<file path="config.mk">
export PLATFORM = sky130hd
export DESIGN_NAME = dac_ctrl_top
export DESIGN_NICKNAME = d
export VERILOG_FILES = /design/src/verilog/dac_ctrl_pkg.sv /design/src/verilog/dac_ctrl_top.sv /design/src/verilog/dac_regs.sv /design/src/verilog/dac_spi_master.sv /design/src/verilog/dac_update_seq.sv
export VERILOG_INCLUDE_DIRS = /design/src /design/src/verilog
export SDC_FILE = /design/constraint.sdc
export NUM_CORES = 1
export LEC_CHECK = 0
export BUFFER_PORTS_ARGS = -buffer_cell sky130_fd_sc_hd__buf_2
export CAP_MARGIN = 0
export CELL_PAD_IN_SITES_DETAIL_PLACEMENT = 1
export CELL_PAD_IN_SITES_GLOBAL_PLACEMENT = 1
export CORE_ASPECT_RATIO = 0.7
export CORE_MARGIN = 2
export CORE_UTILIZATION = 39
export CTS_CLUSTER_DIAMETER = 80
export DETAILED_ROUTE_END_ITERATION = 12
export PLACE_DENSITY_LB_ADDON = 0.1
export SLEW_MARGIN = 20
export SYNTH_ARGS = -nofsm -noshare
export SYNTH_HDL_FRONTEND = slang
export SYNTH_SLANG_ARGS = --single-unit
</file>
<file path="constraint.sdc">
create_clock -name clk -period 2.6 [get_ports clk]
set_input_delay 0.78 -clock clk [delete_from_list [all_inputs] [get_ports clk]]
set_output_delay 0.78 -clock clk [all_outputs]
set_load 0.01 [all_outputs]
</file>
<file path="src/verilog/dac_ctrl_consts.svh">
// Widths, register map and timing constants for the AD5601-style DAC controller.
// Include wherever the package types or the register addresses are needed.
`ifndef DAC_CTRL_CONSTS_SVH
`define DAC_CTRL_CONSTS_SVH

// bus and DAC word geometry
`define DAC_WORD_W 16
`define DAC_CODE_W 8
`define DAC_PD_W 2
`define DAC_ADDR_W 4

// register map
`define ADDR_VERSION 4'd0
`define ADDR_DAC_WORD 4'd1
`define ADDR_EN_MMI 4'd2

// identification and power-up behaviour
`define MODULE_VERSION 16'h0001
// pd_mode 0, code 100, rsvd 0
`define DAC_DEFAULT_WORD 16'h1900
`define DAC_LOAD_DEFAULT 1'b1

// clk cycles per sclk period, even and at least 2
`define SPI_CLK_DIV 4

`endif

</file>
<file path="src/verilog/dac_ctrl_pkg.sv">
// Shared types of the DAC controller: bus request, DAC word views and SPI frame request.
// Referenced by scoped name from the RTL and the testbench.
`include "dac_ctrl_consts.svh"

package dac_ctrl_pkg;

    ////////////////////////////////////////////////////////////////////////////
    // bus side
    ////////////////////////////////////////////////////////////////////////////

    // single-cycle strobes, wr_stb and rd_stb never high together
    typedef struct packed {
        logic                   wr_stb;
        logic                   rd_stb;
        logic [`DAC_ADDR_W-1:0] addr;
        logic [`DAC_WORD_W-1:0] wdata;
    } bus_req_t;

    ////////////////////////////////////////////////////////////////////////////
    // DAC word
    ////////////////////////////////////////////////////////////////////////////

    // AD5601 input shift register layout, bits 15:14 pd, 13:6 code, 5:0 don't care
    typedef struct packed {
        logic [`DAC_PD_W-1:0]                         pd_mode;
        logic [`DAC_CODE_W-1:0]                       code;
        logic [`DAC_WORD_W-`DAC_CODE_W-`DAC_PD_W-1:0] rsvd;
    } dac_fields_t;

    // raw view for the bus and the shifter, field view for the code merge
    typedef union packed {
        logic [`DAC_WORD_W-1:0] raw;
        dac_fields_t            fld;
    } dac_word_u;

    ////////////////////////////////////////////////////////////////////////////
    // frame request to the SPI serialiser
    ////////////////////////////////////////////////////////////////////////////

    typedef struct packed {
        logic      start;
        dac_word_u word;
    } spi_req_t;

endpackage

</file>
<file path="src/verilog/dac_ctrl_top.sv">
// Top level of the DAC controller: register bank, frame sequencer and SPI serialiser.
// A change reaches done_stb 16*SPI_CLK_DIV+3 cycles later when the link is idle.
`timescale 1ns/1ps
`include "dac_ctrl_consts.svh"

module dac_ctrl_top (
    input  logic                   clk,
    input  logic                   SET_DEFAULT_ON_RESET,
    input  dac_ctrl_pkg::bus_req_t bus,
    input  logic                   en_mmi_ctrl,
    input  logic [`DAC_CODE_W-1:0] code,
    input  logic                   code_stb,
    output logic [`DAC_WORD_W-1:0] rdata,
    output logic                   rd_valid,
    output logic                   sclk,
    output logic                   sync_n,
    output logic                   sdin,
    output logic                   updated_stb
);

    dac_ctrl_pkg::dac_word_u dac_word;
    logic                    change_stb;
    dac_ctrl_pkg::spi_req_t  spi_req;
    logic                    busy;
    logic                    done_stb;

    dac_regs regs_i (
        .clk                  (clk),
        .SET_DEFAULT_ON_RESET (SET_DEFAULT_ON_RESET),
        .bus                  (bus),
        .en_mmi_ctrl          (en_mmi_ctrl),
        .code                 (code),
        .code_stb             (code_stb),
        .rdata                (rdata),
        .rd_valid             (rd_valid),
        .dac_word             (dac_word),
        .change_stb           (change_stb)
    );

    dac_update_seq seq_i (
        .clk                  (clk),
        .SET_DEFAULT_ON_RESET (SET_DEFAULT_ON_RESET),
        .dac_word             (dac_word),
        .change_stb           (change_stb),
        .busy                 (busy),
        .done_stb             (done_stb),
        .spi_req              (spi_req),
        .updated_stb          (updated_stb)
    );

    dac_spi_master spi_i (
        .clk                  (clk),
        .SET_DEFAULT_ON_RESET (SET_DEFAULT_ON_RESET),
        .spi_req              (spi_req),
        .busy                 (busy),
        .done_stb             (done_stb),
        .sclk                 (sclk),
        .sync_n               (sync_n),
        .sdin                 (sdin)
    );

endmodule

</file>
<file path="src/verilog/dac_regs.sv">
// Memory-mapped register bank holding the DAC word; merges bus writes and direct code strobes.
// Each accepted update raises change_stb for one cycle along with the new word.
`timescale 1ns/1ps
`include "dac_ctrl_consts.svh"

module dac_regs (
    input  logic                        clk,
    input  logic                        SET_DEFAULT_ON_RESET,
    input  dac_ctrl_pkg::bus_req_t      bus,
    input  logic                        en_mmi_ctrl,
    input  logic [`DAC_CODE_W-1:0]      code,
    input  logic                        code_stb,
    output logic [`DAC_WORD_W-1:0]      rdata,
    output logic                        rd_valid,
    output dac_ctrl_pkg::dac_word_u     dac_word,
    output logic                        change_stb
);

    ////////////////////////////////////////////////////////////////////////////
    // update decode
    ////////////////////////////////////////////////////////////////////////////

    logic                    bus_wr_hit;
    logic                    code_wr_hit;
    dac_ctrl_pkg::dac_word_u word_q;
    logic                    change_q;
    logic [`DAC_WORD_W-1:0]  rdata_q;
    logic                    rd_valid_q;
    logic [`DAC_WORD_W-1:0]  rd_mux;

    // bus owns the whole word while en_mmi_ctrl is high
    assign bus_wr_hit  = bus.wr_stb && (bus.addr == `ADDR_DAC_WORD) && en_mmi_ctrl;
    // otherwise the direct strobe owns just the code field
    assign code_wr_hit = code_stb && !en_mmi_ctrl;

    ////////////////////////////////////////////////////////////////////////////
    // DAC word register
    ////////////////////////////////////////////////////////////////////////////

    always_ff @(posedge clk) begin
        if (SET_DEFAULT_ON_RESET) begin
            word_q.raw <= `DAC_DEFAULT_WORD;
            change_q   <= 1'b0;
        end else begin
            change_q <= 1'b0;
            if (bus_wr_hit) begin
                word_q.raw <= bus.wdata;
                change_q   <= 1'b1;
            end else if (code_wr_hit) begin
                // pd_mode and rsvd are kept as they are
                word_q.fld.code <= code;
                change_q        <= 1'b1;
            end
        end
    end

    ////////////////////////////////////////////////////////////////////////////
    // read path
    ////////////////////////////////////////////////////////////////////////////

    always_comb begin
        case (bus.addr)
            `ADDR_VERSION: begin
                rd_mux = `MODULE_VERSION;
            end
            `ADDR_DAC_WORD: begin
                rd_mux = word_q.raw;
            end
            `ADDR_EN_MMI: begin
                rd_mux = {{(`DAC_WORD_W-1){1'b0}}, en_mmi_ctrl};
            end
            default: begin
                // unmapped space reads as zero
                rd_mux = '0;
            end
        endcase
    end

    // data is valid one cycle after rd_stb
    always_ff @(posedge clk) begin
        if (SET_DEFAULT_ON_RESET) begin
            rd_valid_q <= 1'b0;
        end else begin
            rd_valid_q <= bus.rd_stb;
        end
    end

    always_ff @(posedge clk) begin
        if (bus.rd_stb) begin
            rdata_q <= rd_mux;
        end
    end

    assign dac_word   = word_q;
    assign change_stb = change_q;
    assign rdata      = rdata_q;
    assign rd_valid   = rd_valid_q;

endmodule

</file>
<file path="src/verilog/dac_spi_master.sv">
// 16-bit SPI serialiser for the DAC, MSB first with active-low sync.
// sclk idles high and falls at mid-bit, where the DAC samples sdin.
`timescale 1ns/1ps
`include "dac_ctrl_consts.svh"

module dac_spi_master (
    input  logic                   clk,
    input  logic                   SET_DEFAULT_ON_RESET,
    input  dac_ctrl_pkg::spi_req_t spi_req,
    output logic                   busy,
    output logic                   done_stb,
    output logic                   sclk,
    output logic                   sync_n,
    output logic                   sdin
);

    localparam int SPI_HALF = `SPI_CLK_DIV / 2;
    localparam int PHASE_W  = $clog2(`SPI_CLK_DIV);
    localparam int BIT_W    = $clog2(`DAC_WORD_W);

    logic [PHASE_W-1:0]     phase_q;
    logic [BIT_W-1:0]       bit_q;
    logic [`DAC_WORD_W-1:0] shift_q;
    logic                   busy_q;
    logic                   done_q;
    logic                   sclk_q;
    logic                   sync_n_q;
    logic                   accept;
    logic                   bit_end;
    logic                   last_bit;

    assign accept   = spi_req.start && !busy_q;
    assign bit_end  = (phase_q == PHASE_W'(`SPI_CLK_DIV - 1));
    assign last_bit = (bit_q == BIT_W'(`DAC_WORD_W - 1));

    ////////////////////////////////////////////////////////////////////////////
    // divider, bit counter and pin control
    ////////////////////////////////////////////////////////////////////////////

    always_ff @(posedge clk) begin
        if (SET_DEFAULT_ON_RESET) begin
            busy_q   <= 1'b0;
            done_q   <= 1'b0;
            sclk_q   <= 1'b1;
            sync_n_q <= 1'b1;
            phase_q  <= '0;
            bit_q    <= '0;
        end else begin
            done_q <= 1'b0;
            if (!busy_q) begin
                if (accept) begin
                    busy_q   <= 1'b1;
                    sync_n_q <= 1'b0;
                    sclk_q   <= 1'b1;
                    phase_q  <= '0;
                    bit_q    <= '0;
                end
            end else begin
                // falling edge in the middle of the bit
                if (phase_q == PHASE_W'(SPI_HALF - 1)) begin
                    sclk_q <= 1'b0;
                end
                if (bit_end) begin
                    sclk_q  <= 1'b1;
                    phase_q <= '0;
                    if (last_bit) begin
                        busy_q   <= 1'b0;
                        done_q   <= 1'b1;
                        sync_n_q <= 1'b1;
                    end else begin
                        bit_q <= bit_q + 1'b1;
                    end
                end else begin
                    phase_q <= phase_q + 1'b1;
                end
            end
        end
    end

    ////////////////////////////////////////////////////////////////////////////
    // shift register
    ////////////////////////////////////////////////////////////////////////////

    // next bit appears together with the rising sclk edge
    always_ff @(posedge clk) begin
        if (accept) begin
            shift_q <= spi_req.word.raw;
        end else if (busy_q && bit_end) begin
            shift_q <= {shift_q[`DAC_WORD_W-2:0], 1'b0};
        end
    end

    assign busy     = busy_q;
    assign done_stb = done_q;
    assign sclk     = sclk_q;
    assign sync_n   = sync_n_q;
    assign sdin     = shift_q[`DAC_WORD_W-1];

endmodule

</file>
<file path="src/verilog/dac_update_seq.sv">
// Frame sequencer between the register bank and the SPI serialiser.
// Changes seen during a frame fold into one pending flag and one follow-up frame.
`timescale 1ns/1ps
`include "dac_ctrl_consts.svh"

module dac_update_seq (
    input  logic                    clk,
    input  logic                    SET_DEFAULT_ON_RESET,
    input  dac_ctrl_pkg::dac_word_u dac_word,
    input  logic                    change_stb,
    input  logic                    busy,
    input  logic                    done_stb,
    output dac_ctrl_pkg::spi_req_t  spi_req,
    output logic                    updated_stb
);

    ////////////////////////////////////////////////////////////////////////////
    // state
    ////////////////////////////////////////////////////////////////////////////

    localparam logic [1:0] ST_IDLE     = 2'd0;
    // start is on the wire, the serialiser has not taken it yet
    localparam logic [1:0] ST_STARTING = 2'd1;
    localparam logic [1:0] ST_WAITING  = 2'd2;

    logic [1:0]              state_q;
    logic                    pending_q;
    logic                    start_q;
    dac_ctrl_pkg::dac_word_u word_q;
    logic                    can_launch;
    logic                    launch;

    // a new frame may start from idle, or straight out of the done cycle
    assign can_launch = ((state_q == ST_IDLE) && !busy) ||
                        ((state_q == ST_WAITING) && done_stb);
    assign launch     = can_launch && (change_stb || pending_q);

    always_ff @(posedge clk) begin
        if (SET_DEFAULT_ON_RESET) begin
            state_q   <= ST_IDLE;
            // arms the power-up frame of the default word
            pending_q <= `DAC_LOAD_DEFAULT;
            start_q   <= 1'b0;
        end else begin
            start_q <= launch;
            if (launch) begin
                pending_q <= 1'b0;
            end else if (change_stb) begin
                pending_q <= 1'b1;
            end

            case (state_q)
                ST_IDLE: begin
                    if (launch) begin
                        state_q <= ST_STARTING;
                    end
                end
                ST_STARTING: begin
                    state_q <= ST_WAITING;
                end
                ST_WAITING: begin
                    if (launch) begin
                        state_q <= ST_STARTING;
                    end else if (done_stb) begin
                        state_q <= ST_IDLE;
                    end
                end
                default: begin
                    state_q <= ST_IDLE;
                end
            endcase
        end
    end

    // frame word is sampled at launch, so it is always the newest value
    always_ff @(posedge clk) begin
        if (launch) begin
            word_q <= dac_word;
        end
    end

    assign spi_req.start = start_q;
    assign spi_req.word  = word_q;

    // a change landing in the done cycle counts as pending too
    assign updated_stb = done_stb && !pending_q && !change_stb;

endmodule
</file>
# --- Yosys cells after proc, flatten, opt, wreduce, memory -nomap -nowiden ---
# Cells that the tools add are included.
totals:
  rom_bits: 0
  regBits: 80
  input_bits: 34
  n_memories: 0
  out_inout_bits: 21
  latch_bits: 0
  ramBits: 0
  elab_cells: 93
classes:
  n_reduce_logical: 27
  div: 0
  mux: 33
  eq_ne: 13
  order_cmp: 0
  n_addsub: 2
  bitwise_logic: 2
  multipliers: 0
  shift: 0
ops:
  columns: ["operator", "count"]
  rows:
  - ["$pmux W16 S3", 1]
  - ["$mux W16", 2]
  - ["$mux W1", 17]
  - ["$mux W4", 4]
  - ["$mux W8", 2]
  - ["$mux W2", 6]
  - ["$logic_and A1 B1 Y1", 10]
  - ["$reduce_bool A2 Y1", 4]
  - ["$ne A2 B2 Y1 const B", 3]
  - ["$pmux W2 S3", 1]
  - ["$reduce_and A3 Y1", 2]
  - ["$add A4 B1 Y4 const B", 1]
  - ["$eq A2 B1 Y1 const B", 2]
  - ["$eq A2 B2 Y1 const B", 2]
  - ["$eq A4 B1 Y1 const B", 1]
  - ["$eq A4 B2 Y1 const B", 1]
  - ["$eq A4 B4 Y1 const B", 1]
  - ["$logic_not A1 Y1", 4]
  - ["$logic_not A4 Y1", 1]
  - ["$reduce_and A2 Y1", 2]
  - ["$ne A3 B1 Y1 const B", 1]
  - ["$ne A3 B3 Y1 const B", 1]
  - ["$reduce_or A3 Y1", 1]
  - ["$add A2 B1 Y2 const B", 1]
  - ["4 further kinds", 6]

# --- Longest topological paths before layout ---
# Gate-level depths: netlist (run 1).
depth:
  ltp_word: 6
  mapped_depth: 5
  depth_no_buf: 5

# --- Hierarchy ---
# A second synthesis (run 1) with hierarchy kept.
hier_totals:
  hier_cells: 277
  hier_area_um2: 3199.3
modules_own_cells:
  columns: ["mod", "area_per_inst_um2", "instances", "seq_area_each_um2", "cells_per_inst"]
  rows:
  - ["dac_regs", 1393.8, 1, 840.8, 127]
  - ["dac_spi_master", 1147.4, 1, 680.7, 117]
  - ["dac_update_seq", 658.1, 1, 560.5, 33]

# --- Worst setup path before layout (run 1) ---
# No wires, ideal clock.
synth_timing:
  path_type: "register -> register"
  from: "reg spi_i.busy_q (netlist: spi_i.busy)"
  to: "reg seq_i.word_q[0] (netlist bit), enable pin"
  arrival_time_ps: 1995
  n_path_buf: 0
  slack_ps: 187
  setup_time_ps: 417
  period_less_slack_ps: 2413
  path_stages_with_launch: 3
  required_ps: 2183
  cell_sequence: "dfxtp_1 > or2_2 > a211oi_1"
synth_between:
  elab_chain_cells: 4
synth_lines:
  columns: ["element", "line_no", "text"]
  rows:
  - ["start, declared", "dac_spi_master.sv:24", "logic busy_q;"]
  - ["start signal, assigned", "dac_spi_master.sv:42", "busy_q <= 1'b0;"]
  - ["start signal, assigned", "dac_spi_master.sv:52", "busy_q <= 1'b1;"]
  - ["start signal, assigned", "dac_spi_master.sv:67", "busy_q <= 1'b0;"]
  - ["$logic_not A1 Y1", null, null]
  - ["$logic_and A1 B1 Y1", "dac_update_seq.sv:34", "assign can_launch = ((state_q == ST_IDLE) && !busy) ||"]
  - ["$logic_or A1 B1 Y1", "dac_update_seq.sv:34", null]
  - ["$logic_and A1 B1 Y1", "dac_update_seq.sv:36", "assign launch = can_launch && (change_stb || pending_q);"]
  - ["net seq_i.launch", "dac_update_seq.sv:31", "logic launch;"]
  - ["end signal, assigned", "dac_update_seq.sv:78", "word_q <= dac_word;"]
  - ["end, declared", "dac_update_seq.sv:29", "dac_ctrl_pkg::dac_word_u word_q;"]
# The timed path passes the listed nets, and every way through them passes these cells.
# A chain may end at the register's enable or synchronous reset.

# --- Final worst setup path (run 1) ---
layout_timing:
  from: "in bus[17] (netlist bit)"
  to: "reg regs_i.word_q, in the netlist regs_i.dac_word[6]"
layout_between:
  elab_chain_cells: 4
  elab_cells_between_ends: 5
  classes_between: "1 x eq/ne; 1 x mux; 3 x reduce/logical"
layout_lines:
  columns: ["element", "line_no", "text"]
  rows:
  - ["start, declared", "dac_ctrl_top.sv:9", "input dac_ctrl_pkg::bus_req_t bus,"]
  - ["$eq A4 B1 Y1 *", null, null]
  - ["$logic_and A1 B1 Y1 * (2 in a row)", "dac_regs.sv:32", "assign bus_wr_hit = bus.wr_stb && (bus.addr == `ADDR_DAC_WORD) && en_mmi_ctrl;"]
  - ["$mux W8 / $reduce_bool A2 Y1 (equally long branches)", null, null]
  - ["end, declared", "dac_regs.sv:25", "dac_ctrl_pkg::dac_word_u word_q;"]
# Every way passes the cells marked *; elsewhere a longest branch is shown, timed or not.

==> results of run 1 <==
synthesized netlist by cell type, types with 5 or more instances:
cell and count:
sky130_fd_sc_hd__nand2_1 62, sky130_fd_sc_hd__and2_1 20, sky130_fd_sc_hd__a311oi_1 5, sky130_fd_sc_hd__edfxtp_1 48
sky130_fd_sc_hd__clkbuf_1 7, sky130_fd_sc_hd__nand3_1 9, sky130_fd_sc_hd__dfxtp_1 32, sky130_fd_sc_hd__a21oi_1 12
sky130_fd_sc_hd__o21ai_1 10, sky130_fd_sc_hd__nor2_1 6, sky130_fd_sc_hd__nor3_1 8, sky130_fd_sc_hd__nor2b_1 5
kinds of logic after synthesis:
group	count (synthesis)
buf+inv	19
simple gates	130
mux	1
flops	80
compound gates	45
fa+ha+maj	3
layer usage:
metal  wire length, um  GRT usage (%)
met3               330           5.50
met5                 0              0
met1              3630           23.7
met2              3120           25.5
met4                68           5.19
final cells by class:
cell class	instances	area, sq um	area share [%]
Clock inverter	6	115	2.95
Inverter	4	15.0	0.385
Multi-Input combinational cell	179	997	25.6
Tap cell	101	126	3.24
Clock buffer	10	239	6.13
Sequential cell	80	2080	53.4
Timing Repair Buffer	61	323	8.28
where the power goes:
| group | leakage [nW] | switching (mW) | internal [mW] |
|---|---|---|---|
| clock | 0.169 | 0.504 | 0.969 |
| sequential | 0.730 | 0.0646 | 1.53 |
| combinational | 0.645 | 0.236 | 0.137 |
state kept, by name, indices dropped and copies added, names as in the netlist:
register and flops:
seq_i.state_q 2, regs_i.change_stb 1, spi_i.bit_q 4, spi_i.done_stb 1, spi_i.sync_n 1, spi_i.shift_q 16
seq_i.pending_q 1, seq_i.start_q 1, spi_i.phase_q 2, regs_i.rdata 16, regs_i.dac_word 16, spi_i.sclk 1
spi_i.busy 1, regs_i.rd_valid 1, seq_i.word_q 16
tightest hold or removal path, stage by stage (launching register included):
cell	delay (ns)
sky130_fd_sc_hd__dfxtp_1	0.31
sky130_fd_sc_hd__nand2_1	0.05
sky130_fd_sc_hd__nand2_1	0.04
through the flow:
stage                     cells  worst slack, ns  power, mW
after global routing        441            0.583       3.59
after floorplan             278            0.187       1.83
after global placement      425            0.331       1.99
after CTS                   441            0.637       3.49
after detailed placement    425            0.279       2.01
final                       441            0.647       3.44
final timing paths:
check / slack, ns / startpoint / depth (start not counted) / to
setup / recovery: 0.65 / bus[17] / 4 / regs_i.dac_word[6]$_SDFFE_PP0P_
setup reg to reg: 0.93 / spi_i.busy$_SDFF_PP0_ / 3 / seq_i.word_q[5]$_DFFE_PP_
hold / removal: 0.45 / spi_i.sync_n$_SDFFE_PP1P_ / 2 / spi_i.sync_n$_SDFFE_PP1P_
hold reg to reg: 0.45 / spi_i.sync_n$_SDFFE_PP1P_ / 2 / spi_i.sync_n$_SDFFE_PP1P_
==> reports/results.tsv, run 1 <==
metric	value	unit
drt.antenna.violating_nets	0	
synth_xor_xnor_area_share	0	%
die_area	0.00885	sq mm
post-cts-setup-buffers	0	
detailedRoute.firstIterationViolations	83	
drt_first_pass_iters	4	
fin_nets	372	
clock-root-buffer	sky130_fd_sc_hd__clkbuf_16	
tightest_slew	0.718	ns
clk_latency	0.33	ns
post_cts.resized_instances	0	
chipHeight	79.3	um
clockBufferDepth	2	
routed_wirelength	7150	um
finalClockSkew	0.00543	ns
avgSynthCellArea	11.4	sq um
mostFrequentLayoutCells	62 x sky130_fd_sc_hd__nand2_1, 54 x sky130_fd_sc_hd__buf_2, 48 x sky130_fd_sc_hd__edfxtp_1	
synth_adder_area_share	1.19	%
worst_hold_slack	0.446	ns
synth.yosys.warnings	0	
asyncSetResetFlopFracSynth	0	%
post_cts_hold_buffer_count	0	
critical-path-top-delay-family	simple AND/OR/NAND/NOR gates	
place.detailed.hpwl	4920	um
coreArea	0.00787	sq mm
timing.critical_path.buf_inv	1	
synthesis.area	0.00316	sq mm
gp_congestion	0.734	
rsz_0062_raised_after_global_routing	false	
initial_util	40.1	%
ratio_of_final_minimum_period_to_clock_period	75.1	%
timing.critical_path.required	2.80	ns
ys.flop_type	sky130_fd_sc_hd__edfxtp_1	
fp-row-count	27	
synthTopCellsByArea	sky130_fd_sc_hd__edfxtp_1 46%, sky130_fd_sc_hd__dfxtp_1 20%, sky130_fd_sc_hd__nand2_1 7.4%, sky130_fd_sc_hd__and2_1 4.0%, sky130_fd_sc_hd__a21oi_1 1.9%	
design_area	0.00390	sq mm
grt_pass1_wl	11500	um
clkSlewWorstSetupHoldPaths	0.06	ns
io_buffers	54	
chipWidth	112	um
vias_per_std_cell	5.07	
achievable-frequency	0.512	GHz
htree_num_levels	3	
first_global_vias	2222	
dpl-instance-area	0.00354	sq mm
vdd_ir_drop_max	0.428	mV
critical_path.endpoint_type	register	
timing.hold.worst.class	reg2reg	
layout-area-overhead-vs-synth	23.4	%
relSlewSlack	52.0	%
drc_errors	0	
grt_max_degree	26	
critPathKind	in2reg	
wire_per_inst	16.2	um
syn_nets	315	
synthSimpleGateAreaFrac	21.0	%
max_cap_viol_count	0	
arrival_time_worst_endpoint	2.15	ns
timing.setup.tns	0	ns
post_synth_mux_area_share	0.317	%
final-setup-viol-count	0	
final_max_slew_viol_count	0	
power.static_leakage	1.54	nW
final_common_cell	sky130_fd_sc_hd__nand2_1	
critical_path.startpoint_type	input pin	
tritoncts_clock_tree	yes	
postSynthCellCount	278	
n_fill_cell	857	
cpPeakStageDelay	0.85	ns
post-route-min-period	1.95	ns
post-synth-top-area-cell	sky130_fd_sc_hd__edfxtp_1	
cp_cell_sequence	buf_2 -> or4b_1 -> nor3_1 -> a311oi_1	
diodes	0	
yosys.area.top_type_share	45.6	%
outcome	completed	
cts_inserted_buffers	9	
synth.ff_latch_count	80	
yosysSeqAreaShare	65.9	%
route.vias.total	2235	
cts_num_sinks	80	
antenna_found_initial	0	
biggest_fanout_along_the_worst_timing_path	16	
ioPinCount	55	
finalCoreUtilization	49.5	%
synth_top_family_by_area	simple AND/OR/NAND/NOR gates	
critical_path.slowest_cell	sky130_fd_sc_hd__or4b_1	
grt-ovfl-total	0	
synth-edff-count	48	
synth_compound_gate_area_share	8.91	%
synth_cell_types	38	
gr_usage_total	17.1	%
hold_viol	0	
powerDensity	884	mW/mm^2
final_layout_size_suffix_gt1_share	24.1	%
Power figures use the tool's default switching activity.
==> run 2, diff against run 1 <==
--- a/config.mk
+++ b/config.mk
@@ -12,7 +12,7 @@
 export CELL_PAD_IN_SITES_GLOBAL_PLACEMENT = 1
 export CORE_ASPECT_RATIO = 0.7
 export CORE_MARGIN = 2
-export CORE_UTILIZATION = 39
+export CORE_UTILIZATION = 43
 export CTS_CLUSTER_DIAMETER = 80
 export DETAILED_ROUTE_END_ITERATION = 12
 export PLACE_DENSITY_LB_ADDON = 0.1
==> constraint.sdc (replaced) <==
create_clock -name clk -period 1.9 [get_ports clk]
set_input_delay 0.57 -clock clk [delete_from_list [all_inputs] [get_ports clk]]
set_output_delay 0.57 -clock clk [all_outputs]
set_load 0.01 [all_outputs]
==> run 2 against run 1 <==
  * Highest routed layer unchanged
  * Combinational power is 42% higher
  * Largest power group unchanged
  * First-iteration DRC count shrank 11%
  * Critical endpoint is now updated_stb
  * Wire length decreased by 0.84%
  * Clock skew increased by 0.0032 ns
  * Largest cell class unchanged
==> reports/results.tsv, run 2 (synthesis results as in run 1) <==
metric	value	unit
design_area	0.00381	sq mm
antenna_found_initial	0	
whs_path_depth	0	
timing.critical_path.buf_inv	1	
post_cts.resized_instances	0	
die_area	0.00806	sq mm
post-cts-setup-buffers	0	
wire_per_inst	16.0	um
final_layout_size_suffix_gt1_share	24.9	%
grt_pass1_wl	11000	um
place.detailed.hpwl	4970	um
vdd_ir_drop_max	0.437	mV
htree_num_levels	3	
final_max_slew_viol_count	0	
vias_per_std_cell	5.08	
relSlewSlack	71.3	%
rsz_0062_raised_after_global_routing	false	
max_cap_viol_count	0	
routed_wirelength	7090	um
critical-path-top-delay-family	simple AND/OR/NAND/NOR gates	
chipWidth	106	um
critical_path_depth	3	
biggest_fanout_along_the_worst_timing_path	3	
drc_errors	0	
cpPeakStageDelay	0.31	ns
grt_max_degree	19	
layout-area-overhead-vs-synth	20.7	%
n_fill_cell	813	
post-route-min-period	1.74	ns
achievable-frequency	0.575	GHz
worst-r2r-cell-count	4	
critical_path.slowest_cell	sky130_fd_sc_hd__dfxtp_1	
pre_cts_slack	0.0574	ns
power.static_leakage	1.52	nW
chipHeight	75.7	um
clk_latency	0.35	ns
final_common_cell	sky130_fd_sc_hd__nand2_1	
hold_viol	0	
ioPinCount	55	
tritoncts_clock_tree	yes	
outcome	completed	
io_buffers	54	
tightest_slew	0.430	ns
clock-root-buffer	sky130_fd_sc_hd__clkbuf_8	
timing.critical_path.from	seq_i.pending_q$_SDFFE_PP1P_	
critical_path.startpoint_type	register	
gp_congestion	0.775	
route.vias.total	2249	
detailedRoute.firstIterationViolations	74	
worst_hold_slack	0.453	ns
coreArea	0.00722	sq mm
post_cts_hold_buffer_count	0	
worstHoldStart	regs_i.dac_word[5]$_SDFFE_PP0P_	
arrival_time_worst_endpoint	1.17	ns
initial_util	43.7	%
finalCoreUtilization	52.8	%
fp-row-count	26	
gr_usage_total	18.7	%
powerDensity	1090	mW/mm^2
drt_first_pass_iters	4	
final-setup-viol-count	0	
critPathKind	reg2out	
clkSlewWorstSetupHoldPaths	0.08	ns
clockBufferDepth	2	
timing.critical_path.required	1.33	ns
timing.hold.worst.class	reg2reg	
cts_num_sinks	80	
timing.setup.tns	0	ns
cts_inserted_buffers	9	
fin_worst_setup_slack	0.161	ns
finalClockSkew	0.00864	ns
drt.antenna.violating_nets	0	
crit-reg2reg-launch	spi_i.phase_q[0]$_SDFFE_PP0P_	
ratio_of_final_minimum_period_to_clock_period	91.5	%
first_global_vias	2156	
diodes	0	
critical_path.endpoint_type	output pin	
cp_cell_sequence	nor2_1 -> and2_1 -> buf_2	
grt-ovfl-total	0	
mostFrequentLayoutCells	62 x sky130_fd_sc_hd__nand2_1, 54 x sky130_fd_sc_hd__buf_2, 48 x sky130_fd_sc_hd__edfxtp_1	
dpl-instance-area	0.00358	sq mm
fin_nets	377	
run 2: worst reg2reg max path, cell delays in order (launching register included):
cell and delay, ns:
sky130_fd_sc_hd__dfxtp_1 0.38, sky130_fd_sc_hd__ha_1 0.29, sky130_fd_sc_hd__nand2_1 0.21, sky130_fd_sc_hd__or3_1 0.37
sky130_fd_sc_hd__a211oi_1 0.27
run 2: layer usage:
metal | track usage (%) | wire (um)
met4 | 4.33 | 63
met5 | 0 | 0
met1 | 25.5 | 3510
met3 | 6.93 | 352
met2 | 28.8 | 3150
run 2: area by class of cell:
class	count	area [sq um]	share of cell area, %
inverter	4	15.0	0.394
sequential	80	2080	54.6
multi-input combinational	179	997	26.2
timing repair buffer	66	360	9.45
tap	98	123	3.22
clock buffer	10	128	3.35
clock inverter	6	108	2.82
run 2: worst paths after layout:
path                                       to  slack [ns]
setup / recovery                  updated_stb        0.16
hold / removal      seq_i.word_q[5]$_DFFE_PP_        0.45
setup reg to reg  spi_i.bit_q[2]$_SDFFE_PP0P_        0.29
hold reg to reg     seq_i.word_q[5]$_DFFE_PP_        0.45
run 2: power breakdown:
part / total [mW] / switching (mW) / internal [mW]
clock: 1.47 / 0.601 / 0.868
combinational: 0.530 / 0.334 / 0.196
sequential: 2.17 / 0.0755 / 2.10
run 2: per-stage QoR:
stage          instances  power [mW]
3_3_place_gp         427        2.72
4_1_cts              443        4.23
6_report             443        4.17
3_5_place_dp         427        2.76
2_1_floorplan        278        2.51
5_1_grt              443        4.37
